<file path="config.mk">
export PLATFORM = sky130hd
export DESIGN_NAME = dds_tone_top
export DESIGN_NICKNAME = d
export VERILOG_FILES = /design/src/logic/dds_pkg.sv /design/src/logic/dds_sample_pipeline.sv /design/src/logic/dds_tone_top.sv /design/src/logic/tone_config_regs.sv /design/src/logic/wave_shaper.sv
export VERILOG_INCLUDE_DIRS = /design/src /design/src/logic
export SDC_FILE = /design/constraint.sdc
export NUM_CORES = 1
export LEC_CHECK = 0
export BUFFER_PORTS_ARGS = -buffer_cell sky130_fd_sc_hd__clkbuf_2
export CELL_PAD_IN_SITES_DETAIL_PLACEMENT = 1
export CELL_PAD_IN_SITES_GLOBAL_PLACEMENT = 1
export CORE_MARGIN = 1
export CORE_UTILIZATION = 25
export CTS_CLUSTER_SIZE = 30
export DETAILED_ROUTE_END_ITERATION = 6
export PLACE_DENSITY = 0.56
export SYNTH_ARGS = -nofsm -noshare
export SYNTH_HDL_FRONTEND = slang
export SYNTH_SLANG_ARGS = --single-unit
</file>
<file path="constraint.sdc">
create_clock -name CLK_25MHZ -period 3.3 [get_ports CLK_25MHZ]
set_input_delay 0.165 -clock CLK_25MHZ [delete_from_list [all_inputs] [get_ports CLK_25MHZ]]
set_output_delay 0.165 -clock CLK_25MHZ [all_outputs]
set_load 0.02 [all_outputs]
</file>
<file path="src/logic/sine_quarter_table.svh">
// first quadrant of a 2047 amplitude sine, sampled at half-step offsets
localparam logic [10:0] SINE_QTR [0:dds_pkg::SINE_QTR_DEPTH-1] = '{
   11'd25,
   11'd75,
   11'd126,
   11'd176,
   11'd226,
   11'd275,
   11'd325,
   11'd375,
   11'd424,
   11'd473,
   11'd522,
   11'd570,
   11'd618,
   11'd666,
   11'd713,
   11'd760,
   11'd807,
   11'd852,
   11'd898,
   11'd943,
   11'd987,
   11'd1031,
   11'd1074,
   11'd1116,
   11'd1158,
   11'd1199,
   11'd1239,
   11'd1279,
   11'd1318,
   11'd1356,
   11'd1393,
   11'd1430,
   11'd1465,
   11'd1500,
   11'd1533,
   11'd1566,
   11'd1598,
   11'd1629,
   11'd1659,
   11'd1688,
   11'd1716,
   11'd1743,
   11'd1769,
   11'd1793,
   11'd1817,
   11'd1840,
   11'd1861,
   11'd1881,
   11'd1901,
   11'd1919,
   11'd1936,
   11'd1951,
   11'd1966,
   11'd1979,
   11'd1992,
   11'd2003,
   11'd2012,
   11'd2021,
   11'd2028,
   11'd2035,
   11'd2039,
   11'd2043,
   11'd2046,
   11'd2047
};

</file>
<file path="src/logic/dds_pkg.sv">
package dds_pkg;

   ////////////////////////////////////////////////////
   // widths
   ////////////////////////////////////////////////////
   localparam int PHASE_W        = 16;           // phase accumulator and tuning word
   localparam int SAMPLE_W       = 12;           // offset binary sample
   localparam int KEY_ID_W       = 7;
   localparam int NUM_KEYS       = 8;            // bit 7 never set
   localparam int SINE_QTR_DEPTH = 64;

   // key ids, also bitmap positions
   localparam logic [KEY_ID_W-1:0] KEY_1    = 7'd0;
   localparam logic [KEY_ID_W-1:0] KEY_2    = 7'd1;
   localparam logic [KEY_ID_W-1:0] KEY_3    = 7'd2;
   localparam logic [KEY_ID_W-1:0] KEY_4    = 7'd3;
   localparam logic [KEY_ID_W-1:0] KEY_5    = 7'd4;
   localparam logic [KEY_ID_W-1:0] KEY_UP   = 7'd5;
   localparam logic [KEY_ID_W-1:0] KEY_DOWN = 7'd6;

   // encoding follows KEY_1..KEY_5
   typedef enum logic [2:0] {
      WAVE_SINE     = 3'd0,
      WAVE_SQUARE   = 3'd1,
      WAVE_SAW      = 3'd2,
      WAVE_TRIANGLE = 3'd3,
      WAVE_NOISE    = 3'd4
   } wave_sel_t;

   localparam logic [PHASE_W-1:0] TUNE_DEFAULT = 16'd256;
   localparam logic [PHASE_W-1:0] TUNE_STEP    = 16'd64;
   localparam logic [PHASE_W-1:0] TUNE_MIN     = 16'd64;
   localparam logic [PHASE_W-1:0] TUNE_MAX     = 16'd4096;

   // x^16 + x^15 + x^13 + x^4 + 1, as register bit positions
   localparam logic [PHASE_W-1:0] LFSR_SEED  = 16'hace1;
   localparam int                 LFSR_TAP_A = 15;
   localparam int                 LFSR_TAP_B = 14;
   localparam int                 LFSR_TAP_C = 12;
   localparam int                 LFSR_TAP_D = 3;

   typedef struct packed {
      logic                brk;                  // 1 = key released
      logic [KEY_ID_W-1:0] key_id;
   } key_event_s;

   typedef union packed {
      logic [7:0] raw;
      key_event_s fields;
   } key_event_u;

endpackage

</file>
<file path="src/logic/dds_sample_pipeline.sv">
`timescale 1ns/1ps

module dds_sample_pipeline (
   input  logic                          CLK_25MHZ,
   input  logic                          reset_from_key,
   input  logic [dds_pkg::PHASE_W-1:0]   tuning_word,
   input  logic [dds_pkg::SAMPLE_W-1:0]  shaped,
   input  logic                          sample_ready,
   output logic [dds_pkg::PHASE_W-1:0]   phase,
   output logic [dds_pkg::PHASE_W-1:0]   noise,
   output logic                          sample_valid,
   output logic [dds_pkg::SAMPLE_W-1:0]  sample
);

   logic                         load;
   logic                         lfsr_fb;
   logic [dds_pkg::PHASE_W-1:0]  lfsr_next;

   // empty or draining this edge
   assign load = !sample_valid || sample_ready;

   ////////////////////////////////////////////////////
   // noise LFSR step
   ////////////////////////////////////////////////////
   assign lfsr_fb   = noise[dds_pkg::LFSR_TAP_A] ^ noise[dds_pkg::LFSR_TAP_B]
                    ^ noise[dds_pkg::LFSR_TAP_C] ^ noise[dds_pkg::LFSR_TAP_D];
   assign lfsr_next = {noise[dds_pkg::PHASE_W-2:0], lfsr_fb};   // shift left, fb into bit 0

   // phase, LFSR and valid advance only on a load
   always_ff @(posedge CLK_25MHZ)
   begin
      if (reset_from_key)
      begin
         phase        <= '0;
         noise        <= dds_pkg::LFSR_SEED;
         sample_valid <= 1'b0;
      end
      else if (load)
      begin
         phase        <= phase + tuning_word;   // wraps mod 2^16
         noise        <= lfsr_next;
         sample_valid <= 1'b1;                  // sticky until reset
      end
   end

   ////////////////////////////////////////////////////
   // output sample register
   ////////////////////////////////////////////////////
   always_ff @(posedge CLK_25MHZ)
   begin
      if (load)
      begin
         sample <= shaped;   // holds under back-pressure
      end
   end

endmodule

</file>
<file path="src/logic/dds_tone_top.sv">
`timescale 1ns/1ps

module dds_tone_top (
   input  logic                          CLK_25MHZ,
   input  logic                          reset_from_key,
   input  logic                          key_event_valid,
   input  logic [7:0]                    key_event,
   input  logic                          sample_ready,
   output logic [dds_pkg::NUM_KEYS-1:0]  held_keys,
   output logic                          sample_valid,
   output logic [dds_pkg::SAMPLE_W-1:0]  sample
);

   dds_pkg::wave_sel_t             wave_sel;
   logic [dds_pkg::PHASE_W-1:0]    tuning_word;
   logic [dds_pkg::PHASE_W-1:0]    phase;
   logic [dds_pkg::PHASE_W-1:0]    noise;
   logic [dds_pkg::SAMPLE_W-1:0]   shaped;

   ////////////////////////////////////////////////////
   // key events to config registers
   ////////////////////////////////////////////////////
   tone_config_regs u_config (
      .CLK_25MHZ      (CLK_25MHZ),
      .reset_from_key (reset_from_key),
      .key_event_valid(key_event_valid),
      .key_event      (key_event),        // raw byte into the union
      .held_keys      (held_keys),
      .wave_sel       (wave_sel),
      .tuning_word    (tuning_word)
   );

   dds_sample_pipeline u_pipe (
      .CLK_25MHZ      (CLK_25MHZ),
      .reset_from_key (reset_from_key),
      .tuning_word    (tuning_word),
      .shaped         (shaped),
      .sample_ready   (sample_ready),
      .phase          (phase),
      .noise          (noise),
      .sample_valid   (sample_valid),
      .sample         (sample)
   );

   wave_shaper u_shaper (
      .phase   (phase),
      .noise   (noise),
      .wave_sel(wave_sel),
      .shaped  (shaped)                   // back into the output register
   );

endmodule

</file>
<file path="src/logic/tone_config_regs.sv">
`timescale 1ns/1ps

module tone_config_regs (
   input  logic                          CLK_25MHZ,
   input  logic                          reset_from_key,
   input  logic                          key_event_valid,
   input  dds_pkg::key_event_u           key_event,
   output logic [dds_pkg::NUM_KEYS-1:0]  held_keys,
   output dds_pkg::wave_sel_t            wave_sel,
   output logic [dds_pkg::PHASE_W-1:0]   tuning_word
);

   logic                           is_break;
   logic [dds_pkg::KEY_ID_W-1:0]   key_id;
   logic                           key_known;

   assign is_break  = key_event.fields.brk;
   assign key_id    = key_event.fields.key_id;
   assign key_known = (key_id <= dds_pkg::KEY_DOWN);   // ids 7 and up dropped

   ////////////////////////////////////////////////////
   // held-key bitmap
   ////////////////////////////////////////////////////
   always_ff @(posedge CLK_25MHZ)
   begin
      if (reset_from_key)
      begin
         held_keys <= '0;
      end
      else if (key_event_valid && key_known)
      begin
         held_keys[key_id[2:0]] <= ~is_break;    // make sets, break clears
      end
   end

   ////////////////////////////////////////////////////
   // waveform and tuning, make events only
   ////////////////////////////////////////////////////
   always_ff @(posedge CLK_25MHZ)
   begin
      if (reset_from_key)
      begin
         wave_sel    <= dds_pkg::WAVE_SINE;
         tuning_word <= dds_pkg::TUNE_DEFAULT;
      end
      else if (key_event_valid && key_known && !is_break)
      begin
         if (key_id == dds_pkg::KEY_UP)
         begin
            if (tuning_word >= dds_pkg::TUNE_MAX - dds_pkg::TUNE_STEP)
               tuning_word <= dds_pkg::TUNE_MAX;    // clamp high
            else
               tuning_word <= tuning_word + dds_pkg::TUNE_STEP;
         end
         else if (key_id == dds_pkg::KEY_DOWN)
         begin
            if (tuning_word <= dds_pkg::TUNE_MIN + dds_pkg::TUNE_STEP)
               tuning_word <= dds_pkg::TUNE_MIN;    // clamp low
            else
               tuning_word <= tuning_word - dds_pkg::TUNE_STEP;
         end
         else
         begin
            wave_sel <= dds_pkg::wave_sel_t'(key_id[2:0]);   // number keys 1..5
         end
      end
   end

endmodule

</file>
<file path="src/logic/wave_shaper.sv">
`timescale 1ns/1ps

module wave_shaper (
   input  logic [dds_pkg::PHASE_W-1:0]   phase,
   input  logic [dds_pkg::PHASE_W-1:0]   noise,
   input  dds_pkg::wave_sel_t            wave_sel,
   output logic [dds_pkg::SAMPLE_W-1:0]  shaped
);

`include "sine_quarter_table.svh"

   logic [1:0]                    quadrant;
   logic [5:0]                    idx;
   logic [5:0]                    idx_fold;
   logic [10:0]                   tbl_val;
   logic [dds_pkg::SAMPLE_W-1:0]  sine_s;
   logic [dds_pkg::SAMPLE_W-1:0]  square_s;
   logic [dds_pkg::SAMPLE_W-1:0]  saw_s;
   logic [dds_pkg::SAMPLE_W-1:0]  tri_s;
   logic [dds_pkg::SAMPLE_W-1:0]  noise_s;

   ////////////////////////////////////////////////////
   // sine by quadrant folding
   ////////////////////////////////////////////////////
   assign quadrant = phase[15:14];
   assign idx      = phase[13:8];
   assign idx_fold = quadrant[0] ? (6'd63 - idx) : idx;   // odd quadrants run backwards
   assign tbl_val  = SINE_QTR[idx_fold];

   // upper half above mid-scale, lower half mirrored below
   assign sine_s = quadrant[1] ? (12'd2047 - {1'b0, tbl_val})
                               : (12'd2048 + {1'b0, tbl_val});

   assign square_s = phase[15] ? '0 : '1;
   assign saw_s    = phase[15:4];
   assign tri_s    = phase[15] ? ~phase[14:3] : phase[14:3];   // falling on second half
   assign noise_s  = noise[15:4];

   always_comb
   begin
      case (wave_sel)
         dds_pkg::WAVE_SQUARE:   shaped = square_s;
         dds_pkg::WAVE_SAW:      shaped = saw_s;
         dds_pkg::WAVE_TRIANGLE: shaped = tri_s;
         dds_pkg::WAVE_NOISE:    shaped = noise_s;
         default:                shaped = sine_s;
      endcase
   end

endmodule

</file>
Word level (Yosys, flattened, before mapping)
Memory sizes are Yosys's and may differ from the RTL's.
Index checks and enable logic that the tools add are counted.

word-level totals
  output and inout port bits = 21
  input bits = 12
  logic and storage cells = 57
  register bits = 72
  memory bits (read-only) = 704
  memories = 1

memory list
  name             words  bits a word  read ports  clocked after Yosys merged registers in  write ports  line               text
  (no name shown)  64     11           1           0                                        0            wave_shaper.sv:28  assign tbl_val = SINE_QTR[idx_fold];

operators by class
  equality and inequality tests = 6
  order comparisons = 6
  bitwise logic cells = 8
  reductions and logical operators = 9
  add/subtract/negate cells = 6
  multiplexer cells = 14

operator list
  kind                    count
  $mux 16                 4
  $pmux 12 s4             1
  $mux 12                 3
  $mux 11                 2
  $add 16x16->16          1
  $add 16x7->16 const B   1
  $ge 16x12->1 const B    1
  $le 16x8->1 const B     1
  $sub 16x7->16 const B   1
  $eq 7x3->1 const B      2
  $add 12x11->12 const A  1
  $not 12->12             1
  $sub 11x11->12 const A  1
  $bwmux 8                1
  $ge 7x7->1 const B      1
  $le 7x3->1 const B      1
  $not 6->7               1
  $eq 3x2->1 const B      2
  $mux 6                  1
  $sub 6x6->6 const A     1
  $lt 3x4->1 const B      1
  $demux 1 s3             1
  $eq 3x1->1 const B      1
  $eq 3x3->1 const B      1
  other kinds (10)        17

Logic depth before layout (Yosys ltp)
Gate-level depths: netlist of the first run.

  word-level depth = 9
  mapped depth = 14
  depth with buffers taken out = 9

Hierarchy
From an unflattened synthesis of the first run, not the netlist that was laid out.

second synthesis, totals
  cells, all modules = 857
  area total of the unflattened synthesis = 6396.1 sq um

modules (own cells, without submodules)
  module               cells an instance  area an instance (sq um)  sequential area each (sq um)  times used
  wave_shaper          436                2760.1                    0.0                           1
  dds_sample_pipeline  263                2353.5                    1021.0                        1
  tone_config_regs     158                1282.5                    420.4                         1

Worst setup path before layout of the first run
OpenSTA, ideal clock, no wires.

  kind = reg-to-reg
  from = register u_pipe.phase[14] in the netlist's numbering
  to = register u_pipe.sample[3] in the netlist's numbering (data pin)
  cell stages (with the launch flop) = 14
  slack = -173 ps
  buffers on the path = 4
  data arrival time = 3208 ps
  cells stage by stage = dfxtp_1 buf_2 buf_2 buf_2 buf_1 xor2_1 inv_1 ha_1 mux4_2 nand2_1 o21ai_1 a2111oi_2 a21oi_1 or3_1

on the way
  word-level cells in the longest chain between the ends = 8
  elaborated cells on any way between the ends = 9
  those cells by class = add/sub: 2; mux: 5; bitwise: 1; memory: 1

RTL lines
  what                                              line                                  text
  from (decl)                                       dds_sample_pipeline.sv:9              output logic [dds_pkg::PHASE_W-1:0] phase,
  from (signal assigned)                            dds_sample_pipeline.sv:40             phase <= phase + tuning_word;
  $mux 6 *                                          wave_shaper.sv:27                     assign idx_fold = quadrant[0] ? (6'd63 - idx) : idx;
  $not 6->7 (implied by the code) *                 wave_shaper.sv:28
  $mem_v2 64x11 *                                   -
  $mux 11 (implied by the code) * (2 in a row)      wave_shaper.sv:28
  $add 12x11->12 or $sub 11x11->12 (tied branches)  wave_shaper.sv:32, wave_shaper.sv:31
  $mux 12 *                                         wave_shaper.sv:31                     assign sine_s = quadrant[1] ? (12'd2047 - {1'b0, tbl_val})
  $pmux 12 s4 *                                     wave_shaper.sv:41                     case (wave_sel)
  via shaped (one bit)                              dds_tone_top.sv:18                    logic [dds_pkg::SAMPLE_W-1:0] shaped;
  to (signal assigned)                              dds_sample_pipeline.sv:53             sample <= shaped;
  to (decl)                                         dds_sample_pipeline.sv:12             output logic [dds_pkg::SAMPLE_W-1:0] sample

The timed path passes the listed nets; every way through them passes the cells marked *. The select of a mux whose other input is x is not followed.
A chain may end at the register's enable or synchronous reset.

Worst setup path in the final report of the first run
Same ends and word-level chain as after synthesis.

==> impl_metrics.tcl, run 1 <==
set metrics [dict create \
    hold_class "primary input to flop" \
    leakage_nw 2.42 \
    fin_util_pct 28.7 \
    routed_wl_mm 21.5 \
    setup_tns_ns 0 \
    fin_crit_sh_pct 89.0 \
    timing.final.crit_period_ns 2.94 \
    setup_viol 0 \
    hpwl_mm 15.8 \
    synthFlopType "dfxtp_1" \
    yosys_warnings 0 \
    core_um2 23400 \
    fmax_mhz 341 \
    cts_resized 0 \
    whs_ns 0.188 \
    dieArea_um2 24400 \
    swShare_pct 34.7 \
    grtUsageMet2_pct 28.4 \
    cts-root-buf "clkbuf_16" \
    finalHoldViolCount 0 \
    grt_start_max_net_pins 36 \
    insertion_delay_ns 0.35 \
    report.final.slew_viol_count 0 \
    crit_type "flop to flop" \
    cts_tree "done" \
    grt_pass1_vias 5941 \
    path_clk_slew_ns 0.06 \
    die_x_um 156 \
    via_per_inst 5.47 \
    syn_inst 785 \
    diodes 0 \
    clkPwrFrac_pct 37.3 \
    grt_first_pass_wirelength_mm 34.3 \
    crit_fanout 7 \
    grt_use_met1_pct 24.8 \
    p_sw_mw 0.925 \
    cts_buffer_depth 2 \
    r2r_slack_ns 0.36 \
    io_buffers 32 \
    avgSynthCellArea_um2 7.58 \
    synth_edf_count 12 \
    grt_busiest_layer "met2" \
    crit_end "u_pipe.sample[3]$_DFFE_PP_" \
    tightest_slew_ns 0.762 \
    cts.sinks 64 \
    final_antenna_net_count 0 \
    finClkSkew_ns 0.00820 \
    synthTopCellsByCount "88 x nand2_1, 67 x a21oi_1, 59 x nor2_1" \
    p_int_mw 1.74 \
    critPathLaunchType "flop" \
    cp_slowest_cell "mux4_2" \
    dr.pass1.iters 5 \
    gp_congestion 0.874 \
    max-cap-violations 0 \
    seqPwrFrac_pct 33.7 \
    grt-ovfl-total 0 \
    antenna_found_initial 0 \
    drc 0 \
    slowest_delay_ns 0.49 \
    num_vias 6119 \
    async_flop_share_pct 0 \
    synth_top_area_cell "dfxtp_1" \
    crit_chain "xor2_2 > inv_1 > ha_1 > mux4_2 > nand2_1 > o21ai_1 > a2111oi_2 > a21oi_1 > or3_1" \
    ys_seq_elements 64 \
    fin_nets 831 \
    grtUsageTotal_pct 18.1 \
    num_io_pins 33 \
    cts_buffers 9 \
    r2r_start "u_pipe.phase[14]$_SDFFE_PP0P_" \
    num_rows 56 \
    synth.most_common_cell "nand2_1" \
    startpoint "u_pipe.phase[14]$_SDFFE_PP0P_" \
    p_per_area_nw_per_um2 397 \
    cts_hold_buf 0 \
    synth.distinct_cells 89 \
    wl_per_cell_um 19.2 \
    syn_area_um2 5950 \
    seq_area_frac_synth_pct 23.5 \
    power_frac_comb_pct 29.0 \
    cp-end-kind "flop" \
    reg2reg_to "u_pipe.sample[3]$_DFFE_PP_" \
    netlist.area_leader.share_pct 17.5 \
    worstPathArrival_ns 3.03 \
    rsz0062_at_grt "false" \
    critPathRequiredTime_ns 3.39 \
    drive_gt1_share_pct 13.3 \
    status "complete, no violations" \
    die_h_um 156 \
    rr_worst_depth 9 \
    irDropWorstVdd_uv 222 \
    slew_headroom_pct 49.2 \
    syn2layout_area_growth_pct 12.9 \
    cts_max_level 3 \
    worstHoldStart "key_event[7]" \
    cts_setup_buffers 0 \
    synth_area_leaders "dfxtp_1 17%, edfxtp_1 6.1%, a21oi_1 5.6%" \
    start_util_pct 25.4 \
    use_met3_pct 2.22 \
    drtIter0Drc 413 \
]
flip-flops by register name, indices dropped and copies added (netlist names):
register	flops
u_pipe.noise	16
u_pipe.phase	14
u_pipe.sample	12
u_config.tuning_word	10
u_config.held_keys	8
u_config.wave_sel	3
u_pipe.sample_valid	1
routing by layer:
metal	share of wire, %	vias to the layer above
met5	0	-
met4	3.5	0
met3	4.1	39
met2	45	156
met1	47	2998
li1	-	2926
placed cells by master (no fill, tap or decap), types with 4 or more instances in the layout:
master     netlist  final
nor3b_1          7      7
and3_1           7      7
o22ai_1         16     16
or4_1            4      4
nor2_1          59     59
nand3b_1         9      9
edfxtp_1        12     12
ha_1            24     24
nand2b_1        30     30
nand2_1         88     88
a221o_1          4      4
a211oi_1        12     12
xnor2_1         20     20
and2_1           4      4
clkbuf_2         0     32
nand3_1         22     22
buf_4            4     27
o21ai_0         46     46
o211a_1          4      4
dfxtp_1         52     49
nor3_1          20     20
a21oi_1         67     67
mux2i_1          8      8
clkbuf_16        0      9
and3b_1          4      4
nor2b_1         21     20
inv_1           22     22
a31oi_1          8      8
o211ai_1        18     18
nand4_1          6      6
nor4_1           5      5
mux4_2           6      6
a22oi_1         11     11
xor2_1           6      4
o31ai_1          8      8
a221oi_1         6      6
o21ai_1          7      7
worst max-delay path: cells and delay by family, from the launching register on:
kind | cells | cell delay (ns)
xor+xnor | 1 | 0.28
fa+ha+maj | 1 | 0.33
flops | 1 | 0.42
simple gates | 2 | 0.40
compound gates | 3 | 0.60
buf+inv | 1 | 0.15
mux | 1 | 0.49
logic make-up (layout without fill, tap and decap cells):
logic type               Yosys count  after routing  synth area share, %
multiplexers                      14             14                 3.62
adder cells (fa/ha/maj)           24             24                 5.05
XOR/XNOR                          27             27                 4.10
flip-flops                        64             64                 23.5
AND/OR/NAND/NOR                  312            312                 27.5
buffers and inverters             84             98                 7.04
AO/OA/AOI/OAI                    259            259                 29.1
other                              1              2               0.0630
worst min-delay path by stage:
stage | to | cells after the start
2_1_floorplan | u_config.wave_sel[0]$_SDFFE_PP0P_ | 2
3_5_place_dp | u_pipe.noise[2]$_SDFFE_PP0P_ | 2
6_report | u_config.held_keys[5]$_SDFFE_PP0P_ | 2
4_1_cts | u_config.wave_sel[1]$_SDFFE_PP0P_ | 3
5_1_grt | u_config.held_keys[5]$_SDFFE_PP0P_ | 2
3_3_place_gp | u_pipe.noise[1]$_SDFFE_PP0P_ | 2
stage by stage:
step	std cells	total power [mW]	instance area (um2)	setup WS (ns)
after floorplan	786	1.43	5970	0.0435
after global placement	1103	1.68	6420	0.427
after detailed placement	1103	1.68	6420	0.391
after CTS	1119	2.69	6720	0.376
after global routing	1119	2.80	6720	0.139
final	1119	2.67	6720	0.364
layout make-up:
cell class | count | area [um2]
Clock inverter | 4 | 51.3
Tap cell | 319 | 399
Sequential cell | 64 | 1410
Clock buffer | 12 | 246
Fill cell | 2896 | 16700
Timing Repair Buffer | 60 | 383
Multi-Input combinational cell | 638 | 4150
Inverter | 22 | 82.6
power by group through the flow:
stage               clock network [mW]  logic [mW]  registers, mW
floorplan                            0       0.490          0.940
global placement                     0       0.766          0.917
detailed placement                   0       0.764          0.916
CTS                               1.03       0.766          0.900
global route                      1.05       0.841          0.906
finish                           0.995       0.774          0.899
(Power assumes the default switching activity.)
==> run 2: changes to the inputs <==
Settings changed: RECOVER_POWER set to 100.
==> run 2 against run 1 <==
  * The run now ends with capacitance limit, slew limit left
  * Combinational power shrank 2%
  * Via count is 0.96% lower
  * Design area decreased by 0.97%
  * Sequential share of layout area is 0.20 points higher
  * Setup slack got worse by 0.044 ns
  * Critical endpoint is now u_pipe.sample[1]$_DFFE_PP_
==> impl_metrics.tcl, run 2 (synthesis results as in run 1) <==
set metrics [dict create \
    grtUsageTotal_pct 18.1 \
    fin_crit_sh_pct 90.3 \
    cts_hold_buf 0 \
    crit_fanout 23 \
    final_cell_mix "88 x nand2_1, 67 x a21oi_1, 59 x nor2_1, 49 x o21ai_0, 49 x dfxtp_1" \
    cts_buffer_depth 2 \
    grt_start_max_net_pins 36 \
    die_x_um 156 \
    cts.sinks 64 \
    fill_cells 2904 \
    dieArea_um2 24400 \
    reg_top3 "u_pipe.noise (16), u_pipe.phase (14), u_pipe.sample (12)" \
    dr.pass1.iters 6 \
    worstPathArrival_ns 3.05 \
    cts_buffers 9 \
    crit_chain "clkbuf_2 > nand2b_1 > mux2i_1 > a221oi_1 > a211o_1 > a222oi_1 > o211ai_1" \
    cp_slowest_cell "dfxtp_2" \
    crit_end "u_pipe.sample[1]$_DFFE_PP_" \
    io_buffers 32 \
    antenna_found_initial 0 \
    grt_pass1_vias 5941 \
    finClkSkew_ns 0.00860 \
    r2r_start "u_pipe.phase[10]$_SDFFE_PP0P_" \
    multiInputGateArea_um2 4130 \
    tightest_slew_ns 1.51 \
    leakage_nw 2.33 \
    finalHoldViolCount 0 \
    fin_nets 831 \
    final_cell_count_no_fill 1119 \
    die_h_um 156 \
    syn2layout_area_growth_pct 11.8 \
    crit_type "flop to flop" \
    drc 0 \
    drtIter0Drc 419 \
    layout_commonest_cell "nand2_1" \
    gp_congestion 0.874 \
    setup_viol 0 \
    rr_worst_depth 7 \
    fmax_mhz 336 \
    cts_resized 0 \
    num_rows 56 \
    dp.cells 1103 \
    cts_max_level 3 \
    core_um2 23400 \
    diodes 0 \
    rsz0062_at_grt "false" \
    num_vias 6060 \
    start_util_pct 25.4 \
    via_per_inst 5.42 \
    seqCellArea_um2 1410 \
    slowest_delay_ns 0.71 \
    path_clk_slew_ns 0.06 \
    max-cap-violations 1 \
    status "finished with violations" \
    r2r_slack_ns 0.32 \
    whs_ns 0.189 \
    drive_gt1_share_pct 9.50 \
    p_per_area_nw_per_um2 399 \
    final_antenna_net_count 0 \
    irDropWorstVdd_uv 223 \
    cp-end-kind "flop" \
    critPathRequiredTime_ns 3.37 \
    cts_tree "done" \
    reg2reg_to "u_pipe.sample[1]$_DFFE_PP_" \
    slew_headroom_pct -0.677 \
    finalPower_mw 2.65 \
    violations "capacitance limit, slew limit" \
    largest_reg_flops 16 \
    timing.final.crit_period_ns 2.98 \
    hold_class "primary input to flop" \
    cts_setup_buffers 0 \
    top_register "u_pipe.noise" \
    hpwl_mm 15.8 \
    wl_per_cell_um 19.2 \
    grt_first_pass_wirelength_mm 34.3 \
    routed_wl_mm 21.5 \
    report.final.slew_viol_count 32 \
    insertion_delay_ns 0.35 \
    startpoint "u_pipe.phase[10]$_SDFFE_PP0P_" \
    cts-root-buf "clkbuf_16" \
    num_io_pins 33 \
    grt-ovfl-total 0 \
    setup_tns_ns 0 \
    critPathLaunchType "flop" \
]
run 2: worst min path at each step:
stage	from	to	slack [ns]	depth (start not counted)
2_1_floorplan	key_event[0]	u_config.wave_sel[0]$_SDFFE_PP0P_	0.31	2
3_3_place_gp	u_pipe.noise[1]$_SDFFE_PP0P_	u_pipe.noise[1]$_SDFFE_PP0P_	0.44	2
3_5_place_dp	u_pipe.noise[2]$_SDFFE_PP0P_	u_pipe.noise[2]$_SDFFE_PP0P_	0.45	2
4_1_cts	key_event[1]	u_config.wave_sel[1]$_SDFFE_PP0P_	0.18	3
5_1_grt	key_event[7]	u_config.held_keys[5]$_SDFFE_PP0P_	0.21	2
6_report	key_event[1]	u_config.wave_sel[1]$_SDFFE_PP0P_	0.19	3
run 2: where the power goes:
part | internal (mW) | switching (mW)
registers | 0.861 | 0.0380
clock network | 0.608 | 0.385
logic | 0.259 | 0.501
run 2: layout make-up:
| cell class | count | area share [%] |
|---|---|---|
| multi-input combinational | 638 | 62.1 |
| inverter | 22 | 1.24 |
| tap | 319 | 6.00 |
| timing repair buffer | 60 | 5.10 |
| clock inverter | 4 | 0.771 |
| clock buffer | 12 | 3.70 |
| sequential | 64 | 21.1 |
run 2: through the flow:
stage | setup WS, ns | utilization, % | instance area, um2
floorplan | 0.0435 | - | 5970
global placement | 0.427 | 27.4 | 6420
detailed placement | 0.391 | 27.4 | 6420
CTS | 0.376 | 28.7 | 6720
global route | 0.103 | 28.4 | 6650
finish | 0.321 | 28.4 | 6650
run 2: critical path, delay by kind of cell, from the launching register on:
family | cells | cell delay [ns]
simple gates | 1 | 0.22
flops | 1 | 0.71
mux | 1 | 0.18
compound gates | 4 | 1.08
buf+inv | 1 | 0.49
run 2: layer usage:
metal,GRT usage (%),share of wire (%)
met4,8.08,3.4
met2,28.4,45
met5,0,0
met3,2.22,4.8
met1,24.8,47
